### src/source/gfx_fixed_pkg.sv
// 16.16 fixed-point types, the truncating multiply and the viewport constants, imported by RTL.
`default_nettype none

package gfx_fixed_pkg;

    typedef logic [31:0] fixed_t;     // signed 16.16.
    typedef logic [23:0] color_t;     // packed rgb.
    typedef logic [3:0]  mat_index_t; // row-major matrix entry.

    localparam int FRAC_BITS = 16;

    // viewport scale and offset.
    localparam fixed_t HALF_WIDTH  = fixed_t'(320 << FRAC_BITS);
    localparam fixed_t HALF_HEIGHT = fixed_t'(240 << FRAC_BITS);

    // full 64-bit signed product, truncated back to 16.16.
    function automatic fixed_t fx_mul(input fixed_t a, input fixed_t b);
        logic signed [63:0] wide_a;
        logic signed [63:0] wide_b;
        logic signed [63:0] prod;
        wide_a = 64'($signed(a));
        wide_b = 64'($signed(b));
        prod = wide_a * wide_b;
        return fixed_t'(prod >>> FRAC_BITS);
    endfunction

endpackage

`default_nettype wire

### src/source/gfx_mem_pkg.sv
// Vertex memory map types and sizes, imported by the memory bus, the arbiter and the fetch engine.
`default_nettype none

package gfx_mem_pkg;

    typedef logic [7:0]  mem_addr_t;  // word address.
    typedef logic [31:0] mem_word_t;
    typedef logic [4:0]  tri_count_t; // triangles per batch.

    localparam int MEM_DEPTH = 256;

    // x, y, z, rgb for each of the three vertices.
    // rgb sits in bits 23:0 of its word.
    localparam int WORDS_PER_TRIANGLE = 12;

endpackage

`default_nettype wire

### src/source/vertex_mem_if.sv
// One requester's four-phase req/ack access path to the vertex memory, with requester and arbiter views.
`default_nettype none

interface vertex_mem_if
    import gfx_mem_pkg::*;
();

    logic      req;
    logic      ack;
    logic      we;
    mem_addr_t addr;
    mem_word_t wdata;
    mem_word_t rdata; // valid while ack is high.

    // req rises with we, addr and wdata stable.
    // req drops after ack, and rises again only once ack is low.
    modport requester (
        output req,
        output we,
        output addr,
        output wdata,
        input  ack,
        input  rdata
    );

    modport arbiter (
        input  req,
        input  we,
        input  addr,
        input  wdata,
        output ack,
        output rdata
    );

endinterface

`default_nettype wire

### src/source/triangle_fetch.sv
// Fetch engine that reads a batch of triangles from vertex memory and hands each to the transform stage.
`default_nettype none

module triangle_fetch
    import gfx_fixed_pkg::*;
    import gfx_mem_pkg::*;
(
    input  logic             clock,
    input  logic             reset,
    input  logic             start,
    input  mem_addr_t        tri_base,
    input  tri_count_t       tri_count,
    vertex_mem_if.requester  mem,
    output fixed_t           tri_vertex [9],
    output color_t           tri_color [3],
    output logic             tri_valid,
    input  logic             tri_stall,
    input  logic             stage_valid,
    output logic             busy
);

    typedef enum logic [2:0] {
        idle,
        read_wait,
        read_release,
        present,
        drain
    } fetch_state_t;

    fetch_state_t state;
    tri_count_t   tri_left;
    logic [3:0]   word_idx;  // word within the triangle.
    logic [3:0]   slot;      // coordinate slot in tri_vertex.
    logic         last_word;

    assign mem.we = 1'b0;
    assign mem.wdata = '0;

    assign slot = 4'(word_idx[3:2]) * 4'd3 + 4'(word_idx[1:0]);
    assign last_word = (word_idx == 4'(WORDS_PER_TRIANGLE - 1));

    always_ff @(posedge clock or negedge reset) begin
        if (!reset) begin
            state <= idle;
            tri_left <= '0;
            word_idx <= '0;
            mem.req <= 1'b0;
            mem.addr <= '0;
            tri_valid <= 1'b0;
            busy <= 1'b0;
        end else begin
            case (state)
                idle: begin
                    if (start) begin
                        busy <= 1'b1;
                        tri_left <= tri_count;
                        mem.addr <= tri_base;
                        word_idx <= '0;
                        if (tri_count != '0) begin
                            mem.req <= 1'b1;
                            state <= read_wait;
                        end else begin
                            state <= drain;
                        end
                    end
                end
                read_wait: begin
                    if (mem.ack) begin
                        mem.req <= 1'b0;
                        mem.addr <= mem.addr + 1'b1;
                        state <= read_release;
                    end
                end
                read_release: begin
                    if (!mem.ack) begin
                        if (last_word) begin
                            tri_valid <= 1'b1;
                            state <= present;
                        end else begin
                            word_idx <= word_idx + 1'b1;
                            mem.req <= 1'b1;
                            state <= read_wait;
                        end
                    end
                end
                present: begin
                    if (!tri_stall) begin // transfer on this edge.
                        tri_valid <= 1'b0;
                        word_idx <= '0;
                        tri_left <= tri_left - 1'b1;
                        if (tri_left == tri_count_t'(1)) begin
                            state <= drain;
                        end else begin
                            mem.req <= 1'b1;
                            state <= read_wait;
                        end
                    end
                end
                drain: begin
                    if (!stage_valid) begin // last result has left the stage.
                        busy <= 1'b0;
                        state <= idle;
                    end
                end
                default: state <= idle;
            endcase
        end
    end

    always_ff @(posedge clock) begin
        if (state == read_wait && mem.ack) begin
            if (word_idx[1:0] == 2'd3) begin
                tri_color[word_idx[3:2]] <= color_t'(mem.rdata[23:0]);
            end else begin
                tri_vertex[slot] <= mem.rdata;
            end
        end
    end

endmodule

`default_nettype wire

### src/flat_wrapper.sv
// flat-port wrapper written by rule: the top's interface ports become plain ports
module triangle_fetch_flat import gfx_fixed_pkg::*; import gfx_mem_pkg::*;
  (clock, reset, start, tri_base, tri_count, tri_vertex, tri_color, tri_valid, tri_stall, stage_valid, busy, mem_req, mem_we, mem_addr, mem_wdata, mem_ack, mem_rdata);
  vertex_mem_if mem_i ();
  input  logic clock;
  input  logic reset;
  input  logic start;
  input  mem_addr_t tri_base;
  input  tri_count_t tri_count;
  output fixed_t tri_vertex[9];
  output color_t tri_color[3];
  output logic tri_valid;
  input  logic tri_stall;
  input  logic stage_valid;
  output logic busy;
  output wire logic [$bits(mem_i.req)-1:0] mem_req;
  output wire logic [$bits(mem_i.we)-1:0] mem_we;
  output wire logic [$bits(mem_i.addr)-1:0] mem_addr;
  output wire logic [$bits(mem_i.wdata)-1:0] mem_wdata;
  input wire logic [$bits(mem_i.ack)-1:0] mem_ack;
  input wire logic [$bits(mem_i.rdata)-1:0] mem_rdata;
  assign mem_req = mem_i.req;
  assign mem_we = mem_i.we;
  assign mem_addr = mem_i.addr;
  assign mem_wdata = mem_i.wdata;
  assign mem_i.ack = mem_ack;
  assign mem_i.rdata = mem_rdata;
  triangle_fetch u_core (.clock(clock), .reset(reset), .start(start), .tri_base(tri_base), .tri_count(tri_count), .mem(mem_i), .tri_vertex(tri_vertex), .tri_color(tri_color), .tri_valid(tri_valid), .tri_stall(tri_stall), .stage_valid(stage_valid), .busy(busy));
endmodule
### config.mk
export PLATFORM = sky130hd
export DESIGN_NAME = triangle_fetch_flat
export DESIGN_NICKNAME = d
export VERILOG_FILES = /design/src/source/gfx_fixed_pkg.sv /design/src/source/gfx_mem_pkg.sv /design/src/source/vertex_mem_if.sv /design/src/source/triangle_fetch.sv /design/src/flat_wrapper.sv
export SDC_FILE = /design/constraint.sdc
export NUM_CORES = 1
export LEC_CHECK = 0
export CAP_MARGIN = 20
export CORE_AREA = 2 2 177 179
export CTS_CLUSTER_SIZE = 14
export DETAILED_ROUTE_END_ITERATION = 8
export DIE_AREA = 0 0 179 181
export DONT_BUFFER_PORTS = 1
export SYNTH_ARGS = -nofsm -noshare
export SYNTH_HDL_FRONTEND = slang
export SYNTH_SLANG_ARGS = --single-unit
### constraint.sdc
create_clock -name clock -period 7.22 [get_ports clock]
set_input_delay 1.444 -clock clock [delete_from_list [all_inputs] [get_ports clock]]
set_output_delay 1.444 -clock clock [all_outputs]
set_load 0.02 [all_outputs]
==> results.py <==
metrics = {
    "yosys": {
        "synth_top_area_share_pct": 85.00,
        "syn_avg_cell_area_um2": 21.74,
        "synth_common_cells": "edfxtp_1 (360), buf_4 (33), dfrtp_1 (23)",
        "synth.distinct_cells": 46,
        "synth_edf_count": 360,
        "synth_cells": 585,
        "synth_ff_type": "edfxtp_1",
        "synthTopCellsByArea": "edfxtp_1 (85%), dfrtp_1 (4.5%), buf_4 (1.9%), ha_1 (0.89%), a21oi_1 (0.55%)",
        "synth.most_common_cell": "edfxtp_1",
        "ys_async_sr_fraction_pct": 6.005,
        "synth_seq_cells": 383,
        "yosysSeqAreaShare_pct": 89.52,
        "syn-cell-area_mm2": 0.01272,
        "yosysWarningCount": 0,
        "synth_area_leader_cell": "edfxtp_1",
    },
    "timing": {
        "rsz0062_at_grt": "no",
        "fin_ws_ns": 3.997,
        "fin_crit_ns": 3.223,
        "tightest_slew_ns": 1.045,
        "maxSlewHeadroom_pct": 30.22,
        "finalSetupViolCount": 0,
        "fin_tns_setup_ns": 0,
        "period_share_pct": 44.64,
        "hold_violations": 0,
        "maxSlewViolCount": 0,
        "max_freq_mhz": 310.3,
        "skew_ns": 0.01074,
    },
    "worst_setup_path": {
        "r2r_setup_slack_ns": 4.00,
        "crit_required_ns": 7.34,
        "cpMaxStageDelayCell": "nor2b_4",
        "end_kind": "flip-flop",
        "path_class": "reg -> reg",
        "startpoint_type": "flip-flop",
        "arrival_ns": 3.34,
        "timing.rr.end": "u_core.tri_vertex[276]$_DFFE_PP_",
        "r2r-start": "u_core.word_idx[2]$_DFFE_PN0P_",
        "path_cells": "fa_1 > ha_1 > inv_1 > fa_1 > nand2_1 > nor2b_4",
        "worstPathMaxFanout": 32,
        "slowest_delay_ns": 0.83,
        "crit_top_cell": "fa_1",
        "reg2reg_depth": 6,
    },
    "clock_network": {
        "clkLatencyLatePin_ns": 0.51,
        "clk_pin_slew_ns": 0.06,
        "cts_tree": "yes",
        "cts-root-buf": "clkbuf_16",
        "cts_buffer_depth": 3,
        "numCtsBuffers": 38,
        "post_cts_buffers": 0,
        "cts_hold_buf": 0,
        "h-tree-depth": 2,
        "clock_sinks": 383,
        "cts_resized": 0,
    },
    "detailed_routing": {
        "post_drt_wl_per_cell_um": 28.45,
        "wl_um": 29820,
        "first_iter_violations": 559,
        "antenna_left": 0,
        "route.detailed.drc": 0,
        "vias_per_cell": 5.382,
        "dr.pass1.iters": 7,
        "vias": 5640,
    },
    "min_path": {
        "holdPathEnd": "u_core.word_idx[0]$_DFFE_PN0P_",
        "min_from": "u_core.word_idx[0]$_DFFE_PN0P_",
        "hold_class": "reg -> reg",
        "min_path_cells": 1,
    },
    "grt": {
        "busiest_layer": "met2",
        "grt_use_met3_pct": 7.891,
        "grt_pass1_wl_um": 40790,
        "grt_antenna_before_repair": 0,
        "grt_max_degree": 33,
        "grtUsageMet2_pct": 30.69,
        "grt_usage_pct": 17.47,
        "grt-ovfl-total": 0,
        "grt_pass1_vias": 5351,
        "met1_usage_pct": 19.06,
    },
    "floorplan": {
        "die_area_mm2": 0.03240,
        "floorplan.initialDensity_pct": 41.91,
        "rows": 64,
        "die_w_um": 179,
        "coreArea_mm2": 0.03035,
        "ios": 455,
        "die_y_um": 181,
    },
    "placement": {
        "port-buffer-count": 0,
        "gp_congestion": 0.8714,
        "dp_hpwl_um": 19650,
        "dp.cells": 978,
        "preCtsSetupSlack_ns": 3.434,
        "dpl-instance-area_mm2": 0.01318,
    },
    "final_layout": {
        "fin_util_pct": 47.58,
        "final_cells": 1048,
        "fin_area_mm2": 0.01444,
        "drive_above_1_share_pct": 11.81,
        "antenna_cells": 0,
        "layout.nets": 687,
        "syn2layout_area_growth_pct": 13.53,
    },
    "pwr": {
        "peakVddDrop_uv": 173.2,
        "p_leak_nw": 4.693,
        "p_per_area_mw_per_mm2": 352.5,
    },
    "job": {
        "maxCapViolCount": 0,
    },
    "status": {
        "outcome": "completed",
    },
}
==> where the power goes <==
group	internal, mW	switching, mW	total, mW
Clock	1.13	0.762	1.89
Sequential	2.58	0.244	2.82
Combinational	0.135	0.244	0.378
Total	3.84	1.25	5.09
==> cell type report <==
| class | instances | area (um2) |
|---|---|---|
| flip-flops and latches | 383 | 11390 |
| fillers | 2398 | 15910 |
| repair buffers | 11 | 138.9 |
| multi-input cells | 182 | 1182 |
| well taps | 396 | 495.5 |
| clock buffers | 46 | 1002 |
| inverters | 9 | 33.78 |
| clock inverters | 21 | 200.2 |
==> worst max-delay path: cells and delay by family, from the launching register on <==
family | cells | cell delay, ns
fa+ha+maj | 3 | 1.32
buf+inv | 1 | 0.05
flops | 1 | 0.47
simple gates | 2 | 0.98
==> sequential cells by signal (all words and copies together), names as in the netlist <==
register / flops
u_core.busy: 1
u_core.mem.addr: 8
u_core.mem.req: 1
u_core.state: 3
u_core.tri_color: 72
u_core.tri_left: 5
u_core.tri_valid: 1
u_core.tri_vertex: 288
u_core.word_idx: 4
==> routing by layer <==
layer,vias up,routed length [um]
li1,2305,-
met1,2886,10030
met2,396,15440
met3,53,3769
met4,0,580
met5,-,0
==> cell usage in the layout (no fill, tap or decap), types with 3 or more instances in the layout <==
cell,synthesis,final
mux2i_1,5,5
buf_4,33,7
o21ai_0,10,10
conb_1,1,33
bufinv_16,0,4
nand3b_1,4,4
a211oi_1,3,3
o22ai_1,4,4
o21ai_1,11,11
nand2_1,15,15
nor2_1,13,10
clkbuf_1,6,7
inv_1,9,9
nand2b_1,4,4
clkbuf_16,0,39
nor3_1,5,4
ha_1,9,9
nor4_2,1,3
nand3_1,9,9
nor2_4,0,3
edfxtp_1,360,360
clkinv_2,0,3
nand4_1,3,3
a22o_1,3,3
dfrtp_1,23,23
a2bb2oi_1,4,4
nor2b_1,4,3
a21oi_1,14,14
clkinv_1,0,11
==> through the flow <==
stage	hold WS, ns	total power, mW
finish	0.5463	5.090
global route	0.5993	5.268
CTS	0.5450	5.123
detailed placement	0.5375	3.238
global placement	0.5027	3.209
floorplan	0.4879	3.124
==> how the worst max path moves through the flow <==
| stage | start | endpoint | depth (start not counted) |
|---|---|---|---|
| floorplan | mem_ack | u_core.tri_vertex[100]$_DFFE_PP_ | 3 |
| global placement | u_core.word_idx[2]$_DFFE_PN0P_ | u_core.tri_vertex[254]$_DFFE_PP_ | 7 |
| detailed placement | u_core.word_idx[2]$_DFFE_PN0P_ | u_core.tri_vertex[249]$_DFFE_PP_ | 7 |
| CTS | u_core.word_idx[2]$_DFFE_PN0P_ | u_core.tri_vertex[255]$_DFFE_PP_ | 7 |
| global route | u_core.word_idx[2]$_DFFE_PN0P_ | u_core.tri_vertex[276]$_DFFE_PP_ | 6 |
| finish | u_core.word_idx[2]$_DFFE_PN0P_ | u_core.tri_vertex[276]$_DFFE_PP_ | 6 |
==> kinds of logic after synthesis <==
kind of cell / count (synthesis) / synth area share, %
AO/OA/AOI/OAI: 57 / 2.814
adder cells (fa/ha/maj): 11 / 1.200
buffers and inverters: 52 / 2.587
flip-flops: 383 / 89.52
multiplexers: 6 / 0.4821
other: 1 / 0.02948
AND/OR/NAND/NOR: 75 / 3.365
(Power assumes the default switching activity.)
